## config.mk

```make
export PLATFORM = sky130hd
export DESIGN_NAME = cmd_top
export DESIGN_NICKNAME = d
export VERILOG_FILES = /design/src/verilog/cmd_pkg.sv /design/src/verilog/cmd_dispatch.sv /design/src/verilog/cmd_table.sv /design/src/verilog/cmd_top.sv /design/src/verilog/unit_gpio.sv /design/src/verilog/unit_system.sv /design/src/verilog/vlq_decoder.sv /design/src/verilog/vlq_encoder.sv
export SDC_FILE = /design/constraint.sdc
export NUM_CORES = 1
export LEC_CHECK = 0
export ABC_AREA = 1
export ABC_CLOCK_PERIOD_IN_PS = 9500
export BUFFER_PORTS_ARGS = -buffer_cell sky130_fd_sc_hd__buf_2
export CAP_MARGIN = 10
export CORE_ASPECT_RATIO = 0.8
export CORE_MARGIN = 2
export CORE_UTILIZATION = 40
export CTS_CLUSTER_DIAMETER = 100
export CTS_CLUSTER_SIZE = 14
export DETAILED_ROUTE_END_ITERATION = 8
export GPL_ROUTABILITY_DRIVEN = 0
export PLACE_DENSITY = 0.51
export SYNTH_ARGS = -nofsm -noshare
export SYNTH_HDL_FRONTEND = slang
export SYNTH_HIERARCHICAL = 1
export SYNTH_SLANG_ARGS = --single-unit
```

## constraint.sdc

```tcl
create_clock -name clk -period 9.5 [get_ports clk]
set_input_delay 0 -clock clk [delete_from_list [all_inputs] [get_ports clk]]
set_output_delay 0 -clock clk [all_outputs]
set_load 0.02 [all_outputs]
```

## src/verilog/cmd_pkg.sv

```systemverilog
package cmd_pkg;

	// ~~~~~~~~~~~~~~~~~~~~
	// Command ids, host to FPGA
	localparam logic [7:0] CMD_GET_VERSION     = 8'd0;
	localparam logic [7:0] CMD_SYNC_TIME       = 8'd1;
	localparam logic [7:0] CMD_GET_TIME        = 8'd2;
	localparam logic [7:0] CMD_SET_DIGITAL_OUT = 8'd15;

	// Response ids, first byte of every answer
	localparam logic [7:0] RSP_GET_VERSION = 8'd0;
	localparam logic [7:0] RSP_GET_TIME    = 8'd1;

	// ~~~~~~~~~~~~~~~~~~~~
	// Execution units
	localparam logic UNIT_SYSTEM = 1'b0;
	localparam logic UNIT_GPIO   = 1'b1;
	localparam int   NUNITS      = 2;

	// ~~~~~~~~~~~~~~~~~~~~
	// Sizes
	localparam int MAX_ARGS   = 2;
	localparam int MAX_PARAMS = 3; // Response id counts as one
	localparam int NGPIO      = 8;

	localparam logic [31:0] VERSION = 32'h0001_0004; // Reported by get_version

	// One row of the command table
	typedef struct packed {
		logic       valid;
		logic       unit;
		logic [1:0] nargs;
		logic       has_rsp;
	} cmd_entry_t;

	// Command handed to a unit, argument 0 in the low word
	typedef struct packed {
		logic [7:0]                 cmd;
		logic [MAX_ARGS-1:0][31:0] args;
	} unit_cmd_t;

	// Response parameter from a unit
	typedef struct packed {
		logic [31:0] data;
		logic        last; // Final parameter of the response
	} param_t;

endpackage

```

## src/verilog/cmd_dispatch.sv

```systemverilog
`timescale 1ns/1ps

module cmd_dispatch import cmd_pkg::*; (
	input  logic                      clk,
	input  logic                      rst,
	input  logic                      in_valid,
	input  logic [7:0]                in_data,
	output logic                      arg_byte,
	input  logic                      arg_valid,
	input  logic [31:0]               arg_data,
	output logic [7:0]                cmd_id,
	input  cmd_entry_t                entry,
	output logic [NUNITS-1:0]         cmd_start,
	output unit_cmd_t                 unit_cmd,
	input  logic [NUNITS-1:0]         param_valid,
	input  param_t [NUNITS-1:0]       param,
	input  logic [NUNITS-1:0]         cmd_done,
	output logic                      enc_start,
	output logic                      enc_raw,
	output logic [31:0]               enc_value,
	input  logic                      enc_done,
	output logic                      rsp_end,
	output logic [7:0]                rsp_len
);

	typedef enum logic [2:0] {
		ST_IDLE,
		ST_ARGS,
		ST_DISPATCH,
		ST_WAIT_DONE,
		ST_SEND_ID,
		ST_SEND_PARAMS,
		ST_END
	} state_t;

	state_t    state;
	unit_cmd_t cur;                  // Command id and collected arguments
	param_t    pbuf [MAX_PARAMS];    // Parameters waiting for the encoder
	logic [1:0] arg_cnt;
	logic [1:0] wr_ptr;
	logic [1:0] rd_ptr;
	logic       enc_busy;            // Encoder is emitting bytes
	logic       cmd_phase;           // Ready for a command byte
	logic       param_ok;
	logic       sending;

	assign cmd_phase = state == ST_IDLE || state == ST_END;
	assign param_ok = state == ST_DISPATCH || state == ST_WAIT_DONE;
	assign sending = state == ST_SEND_ID || state == ST_SEND_PARAMS;

	// Table sees the live byte between frames, the held id otherwise
	assign cmd_id = cmd_phase ? in_data : cur.cmd;
	assign arg_byte = in_valid && state == ST_ARGS;
	assign unit_cmd = cur;

	always_comb begin
		cmd_start = '0;
		if (state == ST_DISPATCH) begin
			cmd_start[entry.unit] = 1'b1;
		end
	end

	assign enc_start = sending && !enc_busy; // One parameter at a time
	assign enc_raw = state == ST_SEND_ID;
	assign enc_value = pbuf[rd_ptr].data;
	assign rsp_end = state == ST_END;

	// ~~~~~~~~~~~~~~~~~~~~
	// Control FSM
	always_ff @(posedge clk) begin
		if (rst) begin
			state <= ST_IDLE;
			arg_cnt <= 2'd0;
			wr_ptr <= 2'd0;
			rd_ptr <= 2'd0;
			enc_busy <= 1'b0;
			rsp_len <= 8'd0;
		end else begin
			if (enc_busy) begin
				rsp_len <= rsp_len + 8'd1; // One byte per busy cycle
			end
			if (enc_start) begin
				enc_busy <= 1'b1;
			end else if (enc_done) begin
				enc_busy <= 1'b0;
			end
			if (param_ok && param_valid[entry.unit]) begin
				wr_ptr <= wr_ptr + 2'd1;
			end
			case (state)
				ST_IDLE, ST_END: begin
					state <= ST_IDLE;
					if (in_valid && entry.valid) begin // Unknown ids are dropped here
						arg_cnt <= 2'd0;
						wr_ptr <= 2'd0;
						rd_ptr <= 2'd0;
						rsp_len <= 8'd0;
						state <= (entry.nargs == 2'd0) ? ST_DISPATCH : ST_ARGS;
					end
				end
				ST_ARGS: begin
					if (arg_valid) begin
						arg_cnt <= arg_cnt + 2'd1;
						if (arg_cnt + 2'd1 == entry.nargs) begin
							state <= ST_DISPATCH;
						end
					end
				end
				ST_DISPATCH: begin
					state <= ST_WAIT_DONE;
				end
				ST_WAIT_DONE: begin
					if (cmd_done[entry.unit]) begin
						state <= entry.has_rsp ? ST_SEND_ID : ST_IDLE;
					end
				end
				ST_SEND_ID: begin
					if (enc_done) begin
						rd_ptr <= 2'd1;
						state <= pbuf[0].last ? ST_END : ST_SEND_PARAMS;
					end
				end
				ST_SEND_PARAMS: begin
					if (enc_done) begin
						if (pbuf[rd_ptr].last) begin
							state <= ST_END;
						end else begin
							rd_ptr <= rd_ptr + 2'd1;
						end
					end
				end
				default: begin
					state <= ST_IDLE;
				end
			endcase
		end
	end

	// ~~~~~~~~~~~~~~~~~~~~
	// Argument and parameter storage
	always_ff @(posedge clk) begin
		if (cmd_phase && in_valid) begin
			cur.cmd <= in_data;
		end
		if (state == ST_ARGS && arg_valid) begin
			cur.args[arg_cnt[0]] <= arg_data;
		end
		if (param_ok && param_valid[entry.unit]) begin
			pbuf[wr_ptr] <= param[entry.unit];
		end
	end

	// Units finish only the command that was handed to them
	a_done_pending: assert property (@(posedge clk) disable iff (rst)
		|cmd_done |-> state == ST_WAIT_DONE && cmd_done[entry.unit]);

	// Host keeps quiet while a command runs or answers
	a_no_overrun: assert property (@(posedge clk) disable iff (rst)
		in_valid |-> state == ST_IDLE || state == ST_ARGS || state == ST_END);

endmodule

```

## src/verilog/cmd_table.sv

```systemverilog
`timescale 1ns/1ps

module cmd_table import cmd_pkg::*; (
	input  logic [7:0] cmd_id,
	output cmd_entry_t entry
);

	// Unit, argument count and response flag per command
	always_comb begin
		entry = '0; // Unknown ids come back invalid
		case (cmd_id)
			CMD_GET_VERSION: begin
				entry = '{valid: 1'b1, unit: UNIT_SYSTEM, nargs: 2'd0, has_rsp: 1'b1};
			end
			CMD_SYNC_TIME: begin
				entry = '{valid: 1'b1, unit: UNIT_SYSTEM, nargs: 2'd2, has_rsp: 1'b0};
			end
			CMD_GET_TIME: begin
				entry = '{valid: 1'b1, unit: UNIT_SYSTEM, nargs: 2'd0, has_rsp: 1'b1};
			end
			CMD_SET_DIGITAL_OUT: begin
				entry = '{valid: 1'b1, unit: UNIT_GPIO, nargs: 2'd2, has_rsp: 1'b0};
			end
			default: begin
				entry = '0;
			end
		endcase
	end

endmodule

```

## src/verilog/cmd_top.sv

```systemverilog
`timescale 1ns/1ps

module cmd_top import cmd_pkg::*; (
	input  logic             clk,
	input  logic             rst,
	input  logic             in_valid,
	input  logic [7:0]       in_data,
	output logic             rsp_valid,
	output logic [7:0]       rsp_data,
	output logic             rsp_end,
	output logic [7:0]       rsp_len,
	output logic [NGPIO-1:0] gpio
);

	logic                arg_byte;
	logic                arg_valid;
	logic [31:0]         arg_data;
	logic [7:0]          cmd_id;
	cmd_entry_t          entry;
	logic [NUNITS-1:0]   cmd_start;
	wire  [NUNITS-1:0]   cmd_done;
	wire  [NUNITS-1:0]   param_valid;
	wire  param_t [NUNITS-1:0] param;
	unit_cmd_t           unit_cmd;
	logic                enc_start;
	logic                enc_raw;
	logic [31:0]         enc_value;
	logic                enc_done;

	// GPIO unit never answers
	assign param_valid[UNIT_GPIO] = 1'b0;
	assign param[UNIT_GPIO] = '0;

	vlq_decoder u_vlq_decoder (
		.clk       (clk),
		.rst       (rst),
		.arg_byte  (arg_byte),
		.in_data   (in_data),
		.arg_valid (arg_valid),
		.arg_data  (arg_data)
	);

	cmd_table u_cmd_table (
		.cmd_id (cmd_id),
		.entry  (entry)
	);

	cmd_dispatch u_cmd_dispatch (
		.clk         (clk),
		.rst         (rst),
		.in_valid    (in_valid),
		.in_data     (in_data),
		.arg_byte    (arg_byte),
		.arg_valid   (arg_valid),
		.arg_data    (arg_data),
		.cmd_id      (cmd_id),
		.entry       (entry),
		.cmd_start   (cmd_start),
		.unit_cmd    (unit_cmd),
		.param_valid (param_valid),
		.param       (param),
		.cmd_done    (cmd_done),
		.enc_start   (enc_start),
		.enc_raw     (enc_raw),
		.enc_value   (enc_value),
		.enc_done    (enc_done),
		.rsp_end     (rsp_end),
		.rsp_len     (rsp_len)
	);

	vlq_encoder u_vlq_encoder (
		.clk       (clk),
		.rst       (rst),
		.enc_start (enc_start),
		.enc_raw   (enc_raw),
		.enc_value (enc_value),
		.enc_done  (enc_done),
		.rsp_valid (rsp_valid),
		.rsp_data  (rsp_data)
	);

	unit_system u_unit_system (
		.clk         (clk),
		.rst         (rst),
		.cmd_start   (cmd_start[UNIT_SYSTEM]),
		.unit_cmd    (unit_cmd),
		.param_valid (param_valid[UNIT_SYSTEM]),
		.param       (param[UNIT_SYSTEM]),
		.cmd_done    (cmd_done[UNIT_SYSTEM])
	);

	unit_gpio u_unit_gpio (
		.clk       (clk),
		.rst       (rst),
		.cmd_start (cmd_start[UNIT_GPIO]),
		.unit_cmd  (unit_cmd),
		.cmd_done  (cmd_done[UNIT_GPIO]),
		.gpio      (gpio)
	);

endmodule

```

## src/verilog/unit_gpio.sv

```systemverilog
`timescale 1ns/1ps

module unit_gpio import cmd_pkg::*; (
	input  logic             clk,
	input  logic             rst,
	input  logic             cmd_start,
	input  unit_cmd_t        unit_cmd,
	output logic             cmd_done,
	output logic [NGPIO-1:0] gpio
);

	logic pin_ok;

	// Negative pin numbers wrap to large values and fail here too
	assign pin_ok = unit_cmd.args[0] < 32'(NGPIO);

	always_ff @(posedge clk) begin
		if (rst) begin
			gpio <= '0;
			cmd_done <= 1'b0;
		end else begin
			cmd_done <= cmd_start; // Always finishes next cycle
			if (cmd_start && unit_cmd.cmd == CMD_SET_DIGITAL_OUT && pin_ok) begin
				gpio[unit_cmd.args[0][$clog2(NGPIO)-1:0]] <= unit_cmd.args[1][0];
			end
		end
	end

	// Table routes only set_digital_out to this unit
	a_gpio_cmd: assert property (@(posedge clk) disable iff (rst)
		cmd_start |-> unit_cmd.cmd == CMD_SET_DIGITAL_OUT);

endmodule

```

## src/verilog/unit_system.sv

```systemverilog
`timescale 1ns/1ps

module unit_system import cmd_pkg::*; (
	input  logic      clk,
	input  logic      rst,
	input  logic      cmd_start,
	input  unit_cmd_t unit_cmd,
	output logic      param_valid,
	output param_t    param,
	output logic      cmd_done
);

	logic [63:0] systime;
	logic [63:0] snap;    // Time captured at get_time start
	logic [7:0]  cur_cmd;
	logic [1:0]  step;    // 0 idle, then one step per data word

	always_ff @(posedge clk) begin
		if (rst) begin
			systime <= 64'd0;
			step <= 2'd0;
		end else begin
			systime <= systime + 64'd1;
			if (cmd_start) begin
				step <= 2'd1;
				if (unit_cmd.cmd == CMD_SYNC_TIME) begin
					systime <= {unit_cmd.args[1], unit_cmd.args[0]}; // High word is arg 1
				end
			end else if (step == 2'd1 && cur_cmd == CMD_GET_TIME) begin
				step <= 2'd2;
			end else begin
				step <= 2'd0;
			end
		end
	end

	always_ff @(posedge clk) begin
		if (cmd_start) begin
			cur_cmd <= unit_cmd.cmd;
			snap <= systime;
		end
	end

	// Response id goes out with the start, data words follow
	always_comb begin
		param_valid = 1'b0;
		param = '0;
		cmd_done = 1'b0;
		if (cmd_start && unit_cmd.cmd == CMD_GET_VERSION) begin
			param_valid = 1'b1;
			param.data = {24'd0, RSP_GET_VERSION};
		end
		if (cmd_start && unit_cmd.cmd == CMD_GET_TIME) begin
			param_valid = 1'b1;
			param.data = {24'd0, RSP_GET_TIME};
		end
		if (step == 2'd1) begin
			case (cur_cmd)
				CMD_GET_VERSION: begin
					param_valid = 1'b1;
					param = '{data: VERSION, last: 1'b1};
					cmd_done = 1'b1;
				end
				CMD_GET_TIME: begin
					param_valid = 1'b1;
					param.data = snap[31:0];
				end
				default: begin
					cmd_done = 1'b1; // sync_time has nothing to say
				end
			endcase
		end
		if (step == 2'd2) begin
			param_valid = 1'b1;
			param = '{data: snap[63:32], last: 1'b1};
			cmd_done = 1'b1;
		end
	end

endmodule

```

## src/verilog/vlq_decoder.sv

```systemverilog
`timescale 1ns/1ps

module vlq_decoder (
	input  logic        clk,
	input  logic        rst,
	input  logic        arg_byte,
	input  logic [7:0]  in_data,
	output logic        arg_valid,
	output logic [31:0] arg_data
);

	logic [31:0] acc;
	logic [2:0]  nbytes; // Bytes taken so far for this argument
	logic        neg;

	assign neg = in_data[6] & in_data[5]; // Negative when leading group starts 11
	assign arg_data = acc;

	always_ff @(posedge clk) begin
		if (rst) begin
			nbytes <= 3'd0;
			arg_valid <= 1'b0;
		end else begin
			arg_valid <= arg_byte && !in_data[7];
			if (arg_byte) begin
				if (in_data[7]) begin
					nbytes <= nbytes + 3'd1;
				end else begin
					nbytes <= 3'd0; // Next byte opens a new argument
				end
			end
		end
	end

	// Seven value bits gathered per byte
	always_ff @(posedge clk) begin
		if (arg_byte) begin
			if (nbytes == 3'd0) begin
				acc <= {{25{neg}}, in_data[6:0]};
			end else begin
				acc <= {acc[24:0], in_data[6:0]};
			end
		end
	end

	// A 32-bit argument never needs more than five groups
	a_arg_len: assert property (@(posedge clk) disable iff (rst)
		arg_byte && nbytes == 3'd4 |-> !in_data[7]);

endmodule

```

## src/verilog/vlq_encoder.sv

```systemverilog
`timescale 1ns/1ps

module vlq_encoder (
	input  logic        clk,
	input  logic        rst,
	input  logic        enc_start,
	input  logic        enc_raw,
	input  logic [31:0] enc_value,
	output logic        enc_done,
	output logic        rsp_valid,
	output logic [7:0]  rsp_data
);

	logic [34:0] ext;    // Value aligned so its first group sits at the top
	logic [2:0]  nbytes; // Shortest encoding length
	logic [34:0] sh;
	logic [2:0]  left;   // Bytes still to go after the current one

	// Drop leading groups that only repeat the sign
	always_comb begin
		ext = {{3{enc_value[31]}}, enc_value};
		nbytes = 3'd5;
		for (int i = 0; i < 4; i++) begin
			if (nbytes == 3'(5 - i) && (ext[34:26] == 9'h1ff || ext[34:26] < 9'd3)) begin
				ext = {ext[27:0], 7'd0};
				nbytes = nbytes - 3'd1;
			end
		end
	end

	always_ff @(posedge clk) begin
		if (rst) begin
			rsp_valid <= 1'b0;
			enc_done <= 1'b0;
			left <= 3'd0;
		end else if (enc_start) begin
			rsp_valid <= 1'b1;
			enc_done <= enc_raw || nbytes == 3'd1;
			left <= enc_raw ? 3'd0 : nbytes - 3'd1; // Raw id is one byte
		end else begin
			rsp_valid <= left != 3'd0;
			enc_done <= left == 3'd1;
			if (left != 3'd0) begin
				left <= left - 3'd1;
			end
		end
	end

	always_ff @(posedge clk) begin
		if (enc_start) begin
			rsp_data <= enc_raw ? enc_value[7:0] : {nbytes != 3'd1, ext[34:28]};
			sh <= {ext[27:0], 7'd0};
		end else if (left != 3'd0) begin
			rsp_data <= {left != 3'd1, sh[34:28]}; // Continuation bit unless last
			sh <= {sh[27:0], 7'd0};
		end
	end

endmodule
```

* Yosys cells after proc, flatten, opt, wreduce, memory -nomap -nowiden
Memories as Yosys holds them, arrays and structs flattened. A register that Yosys moved wholly into a read port is not among the register bits. Cells that the tools add are included.
Cells by class: add/sub/neg operators 11, $lt $le $gt $ge 11, equality and inequality tests 35, multiplexer cells 84, bitwise logic cells 1, reduce and logical (&&, ||, !) cells 46
Operators with widths (number):
- 35-bit two-way mux | 6
- 33-bit two-way mux | 4
- 64-bit two-way mux | 2
- 64-bit by 1-bit adder with 64-bit output (second input constant) | 1
- 64-bit bitwise mux | 1
- 32-bit two-way mux | 2
- 32-bit one-hot mux with 2 select lines | 1
- 8-bit two-way mux | 7
- 3-bit two-way mux | 15
- 9-bit equality test (second input constant) | 4
- 9-bit by 2-bit < comparator with 1-bit output (second input constant) | 4
- 32-bit demux with 1-bit select | 1
- 32-bit by 4-bit < comparator with 1-bit output (second input constant) | 1
- 2-bit two-way mux | 14
- 8-bit by 2-bit equality test with 1-bit output (second input constant) | 3
- 8-bit logical NOT | 3
- 1-bit two-way mux | 24
- 1-bit logical AND | 18
- 3-bit one-hot mux with 6 select lines | 1
- 8-bit by 1-bit equality test with 1-bit output (second input constant) | 2
- 8-bit by 4-bit equality test with 1-bit output (second input constant) | 2
- 5-bit one-hot mux with 3 select lines | 1
- 3-bit by 1-bit subtractor with 3-bit output (second input constant) | 5
- 3-bit by 2-bit equality test with 1-bit output (second input constant) | 4
- 31 further kinds | 62
Storage, ports and cells: flip-flop bits (word level) 314, memory bits (writable) 99, input bits 11, output and inout bits 26, logic and storage cells 213, memories kept 1
Memories:
- u_cmd_dispatch.pbuf | words 3, bits a word 33, rd ports 2, clocked after Yosys merged registers in 1, write ports 1, RTL line cmd_dispatch.sv:38 | param_t pbuf [MAX_PARAMS];

* Logic depth before layout (Yosys ltp)
depth in word-level cells 23, depth in mapped cells 40, depth with buffers taken out 35

* Hierarchy
Netlist, hierarchy kept.
By module, submodules not included:
- cmd_dispatch | instances 1, cells each 606, area an instance 7428.4 um2, sequential area each 5535.3 um2
- unit_system | instances 1, cells each 977, area an instance 7303.3 um2, sequential area each 3483.3 um2
- vlq_encoder | instances 1, cells each 461, area an instance 3160.5 um2, sequential area each 1181.1 um2
- vlq_decoder | instances 1, cells each 117, area an instance 1380.1 um2, sequential area each 1041.0 um2
- unit_gpio | instances 1, cells each 125, area an instance 685.7 um2, sequential area each 180.2 um2
- cmd_table | instances 1, cells each 28, area an instance 111.4 um2, sequential area each 0.0 um2
- cmd_top | instances 1, cells each 1, area an instance 3.8 um2, sequential area each 0.0 um2

* Least setup slack after synthesis
OpenSTA, ideal clock, no wires.
path type register -> register, start point reg u_cmd_dispatch.state[2], end point mem u_cmd_dispatch/pbuf[0][0] (netlist bit) (enable), setup time 0.423 ns, arrival time 7.227 ns, data required time 9.077 ns, slack 1.850 ns, cell stages (with the launch flop) 17, buffers on the path 3, clock period less this slack 7.650 ns, cell sequence dfxtp_1 buf_4 nand3_1 nand2_4 mux2_2 nand2_1 inv_1 nand2_1 nor2_1 buf_2 buf_1 nor2_1 inv_1 o311ai_0 o21a_1 o21ai_2 nor2_1
RTL lines:
- from (decl) | RTL line cmd_dispatch.sv:36 | state_t state;
- from (signal assigned) | RTL line cmd_dispatch.sv:98 | state <= (entry.nargs == 2'd0) ? ST_DISPATCH : ST_ARGS;
- from (signal assigned) | RTL line cmd_dispatch.sv:114 | state <= entry.has_rsp ? ST_SEND_ID : ST_IDLE;
- from (signal assigned) | RTL line cmd_dispatch.sv:120 | state <= pbuf[0].last ? ST_END : ST_SEND_PARAMS;
- to (decl) | RTL line cmd_dispatch.sv:38

==> metrics.csv <==
stage;metric;value;unit
status;status;complete, no violations;
yosys;post-synthesis cell count;2315;
clocking;Clock Tree Root;clkbuf_16;
power_and_ir_drop;Internal Power;3.23;mW
sta;fmax;146;MHz
yosys;Synth area leaders;edfxtp_1, nand2_1, dfxtp_1;
critical_path;critical path type;reg2reg;
grt;largest net degree at the start of global routing;89;
critical_path;worst-path fanout max;34;
clocking;htree depth;2;
power_and_ir_drop;Leak Pwr;9.05;nW
yosys;Yosys top cell area share;0.465;
clocking;Clock Path Buffers;3;
floorplan;core area;49600;sq um
clocking;# resized after CTS;0;
route;DRC viols;0;
layout;Final Util;0.446;
critical_path;Setup crit start kind;flip-flop;
grt;GRT overflow;0;
floorplan;num ports;37;
route;drt total wl;54900;um
min_path;worst hold path type;in2reg;
critical_path;Req. time, crit path;9.81;ns
placement;final HPWL from detailed placement;40000;um
yosys;flops & latches, synth;415;
sta;final setup margin;2.64;ns
critical_path;critical path's slowest cell;nand2_2;
clocking;clock tree sinks;415;
min_path;hold depth;7;
clocking;post-CTS setup buffers;0;
clocking;CTS tree;built;
critical_path;worst reg2reg path depth;31;
grt;vias in the first global route;14657;
clocking;clk slew on worst S/H paths;0.07;ns
layout;Storage cell area;11400;sq um
floorplan;Rows;73;
clocking;CTS buffer count;35;
sta;final setup fails;0;
yosys;post-synthesis sequential area ratio;0.569;
critical_path;CP most frequent cell;nand2_1;
critical_path;critical path arrival;7.17;ns
critical_path;crit end category;flip-flop;
layout;Inserted Diodes;0;
power_and_ir_drop;Clock power frac;0.290;
layout;commonest non-fill, non-tap cells in the layout;nand2_1, edfxtp_1, nor2_1;
placement;placed instance count;3001;
route;Post-DRT Antenna Nets;0;
sta;Slew Limit Fails;0;
clocking;Clock Latency Late Sink;0.56;ns
sta;unrepaired setup endpoints after global routing;no;
power_and_ir_drop;part of the power in combinational logic;0.215;
yosys;EDFF count, synth;311;
sta;Final period util;0.722;
power_and_ir_drop;Net Sw Power;1.48;mW
route;drt initial violations;1388;
floorplan;area of the die;52000;sq um
job;Max Cap Viol;0;
yosys;Unique masters post-synth;51;
critical_path;Reg2Reg Setup Slack;2.64;ns
placement;Buffers on Ports;36;
layout;area occupied by multi-input gates;7470;sq um
layout;fillers;4842;
layout;nets;2395;
grt;initial antenna violation count;0;
clocking;hold buffer count at cts;9;
route;drt wl/cell;17.9;um
sta;Final Skew;0.0398;ns
sta;setup TNS;0;ns
yosys;Syn Std Cell Area;20100;sq um
power_and_ir_drop;PwrDens;213;nW/um^2
layout;leading cell type in the layout, fill and taps excluded;nand2_1;
layout;non-filler instance count after layout;3072;
yosys;Yosys top cell by area;edfxtp_1;
grt;first-pass GRT wire length;85400;um
yosys;Most used DFF post-synth;edfxtp_1;
critical_path;Critical Path Max Stage Delay;0.55;ns
route;TritonRoute pass-1 iters;5;
yosys;Syn. warnings;6;
layout;share of layout cells above drive strength 1;0.0709;
floorplan;starting density of the core;0.405;
grt;gr usage total;0.215;
floorplan;Die Height;204;um
power_and_ir_drop;Flop pwr share;0.495;
power_and_ir_drop;Worst VDD drop;0.000140;V
placement;setup slack at placement;2.76;ns
route;vias per cell;5.04;
sta;Slew HR;0.293;
critical_path;R2R Path End;u_vlq_encoder/rsp_data[7]$_DFFE_PP_;
power_and_ir_drop;sw frac;0.315;
sta;worst slew pin tran;1.06;ns
route;vias;15472;
min_path;Worst Hold End;u_cmd_dispatch/state[1]$_SDFFE_PP0P_;
sta;min Tclk post-route;6.86;ns
yosys;Async S/R FF share, synth;0;
floorplan;die width;254;um
yosys;syn avg cell area;8.67;sq um
sta;Final Hold Viols;0;
layout;synthesis-to-layout area growth;10.3;%
min_path;hold path start;in_valid;
-- stage by stage --
stage / total power [mW] / area [sq um] / hold slack (ns)
6_report: 4.72 / 22100 / 0.0364
5_1_grt: 4.98 / 22100 / 0.0650
4_1_cts: 4.75 / 22100 / 0.0000802
3_5_place_dp: 3.37 / 21000 / 0.219
3_3_place_gp: 3.36 / 21000 / 0.212
2_1_floorplan: 3.09 / 20200 / 0.0691
-- how the worst max path moves through the flow --
stage | cells past startpoint | slack (ns) | to | startpoint
after CTS | 31 | 2.75 | u_vlq_encoder/rsp_data[7]$_DFFE_PP_ | flip-flop
after global placement | 31 | 3.08 | u_vlq_encoder/rsp_data[7]$_DFFE_PP_ | flip-flop
after detailed placement | 31 | 2.76 | u_vlq_encoder/rsp_data[7]$_DFFE_PP_ | flip-flop
after floorplan | 16 | 1.85 | u_cmd_dispatch/pbuf[0][0]$_DFFE_PP_ | u_cmd_dispatch/state[2]$_SDFFE_PP0P_
final | 31 | 2.64 | u_vlq_encoder/rsp_data[7]$_DFFE_PP_ | flip-flop
after global routing | 31 | 1.88 | u_vlq_encoder/rsp_data[7]$_DFFE_PP_ | flip-flop
-- state kept, by name (all words and copies together), names as in the netlist, 3 cells and up, named ones only --
register,flops
u_cmd_dispatch/pbuf,99
u_unit_gpio/gpio,8
u_vlq_decoder/nbytes,3
u_cmd_dispatch/unit_cmd,72
u_vlq_encoder/rsp_data,8
u_vlq_decoder/arg_data,32
u_cmd_dispatch/rsp_len,8
u_unit_system/snap,64
u_unit_system/systime,64
u_cmd_dispatch/state,3
u_unit_system/cur_cmd,8
u_vlq_encoder/sh,28
u_vlq_encoder/left,3
-- per-layer routing --
| metal | up-vias | global-route usage | share of wire |
|---|---|---|---|
| li1 | 7689 | - | - |
| met1 | 7297 | 0.333 | 0.51 |
| met2 | 412 | 0.307 | 0.41 |
| met3 | 74 | 0.0322 | 0.057 |
| met4 | 0 | 0.0597 | 0.022 |
| met5 | - | 0 | 0 |
-- power groups by stage --
stage / logic (mW) / clock network (mW) / registers [mW]
final: 1.01 / 1.37 / 2.33
after global routing: 1.14 / 1.48 / 2.35
after CTS: 1.01 / 1.41 / 2.33
after detailed placement: 0.999 / 0 / 2.37
after global placement: 0.991 / 0 / 2.37
after floorplan: 0.722 / 0 / 2.37
-- logic make-up (layout without fill, tap and decap cells) --
logic type / Yosys count / after routing / share of synthesized area
and+or+nand+nor: 1211 / 1211 / 0.253
DFF: 415 / 415 / 0.569
buffers and inverters: 339 / 387 / 0.0676
AOI/OAI and AO/OA: 297 / 297 / 0.0846
xor gates and xnor gates: 29 / 29 / 0.0127
adders and majority gates: 12 / 12 / 0.00748
muxes: 10 / 10 / 0.00549
other: 2 / 36 / 0.000374
-- area by class of cell --
type                    count  share of cell area
clock buffers              59              0.0446
clock inverters             3             0.00141
inverters                 265              0.0449
multi-input cells        1595               0.338
flip-flops and latches    415               0.516
well taps                 675              0.0382
repair buffers             60              0.0173
-- worst max-delay path: cells and delay by family (launching register included) --
family | cells | cell delay [ns]
AND/OR/NAND/NOR | 20 | 3.50
AO/OA/AOI/OAI | 4 | 0.79
flip-flops | 1 | 0.30
buffers and inverters | 5 | 1.43
adder cells (fa/ha/maj) | 2 | 0.53
-- Yosys cell counts (3+ instances only) --
cell type    n
nand4_1     24
buf_6        5
nand3b_1    11
buf_2       16
o21bai_1     4
xnor2_1     13
a21oi_1    122
o21ai_2      3
or2_2        6
nand3_2      4
nand2_2     15
nand2_1    671
clkbuf_1    39
buf_4        7
xor2_1      16
nor2_2      14
inv_2        8
a22oi_1      8
o31ai_1      8
nor2_1     282
o21a_1       3
nand3_1    132
buf_1        7
ha_1        12
nor3_1      28
dfxtp_1    104
o21ai_0    105
mux2_2       8
inv_1      255
nand2_4      4
edfxtp_1   311
a22o_1      29
o211ai_1     6
nor2_4       4
or2_0        7
Power figures use the tool's default switching activity.
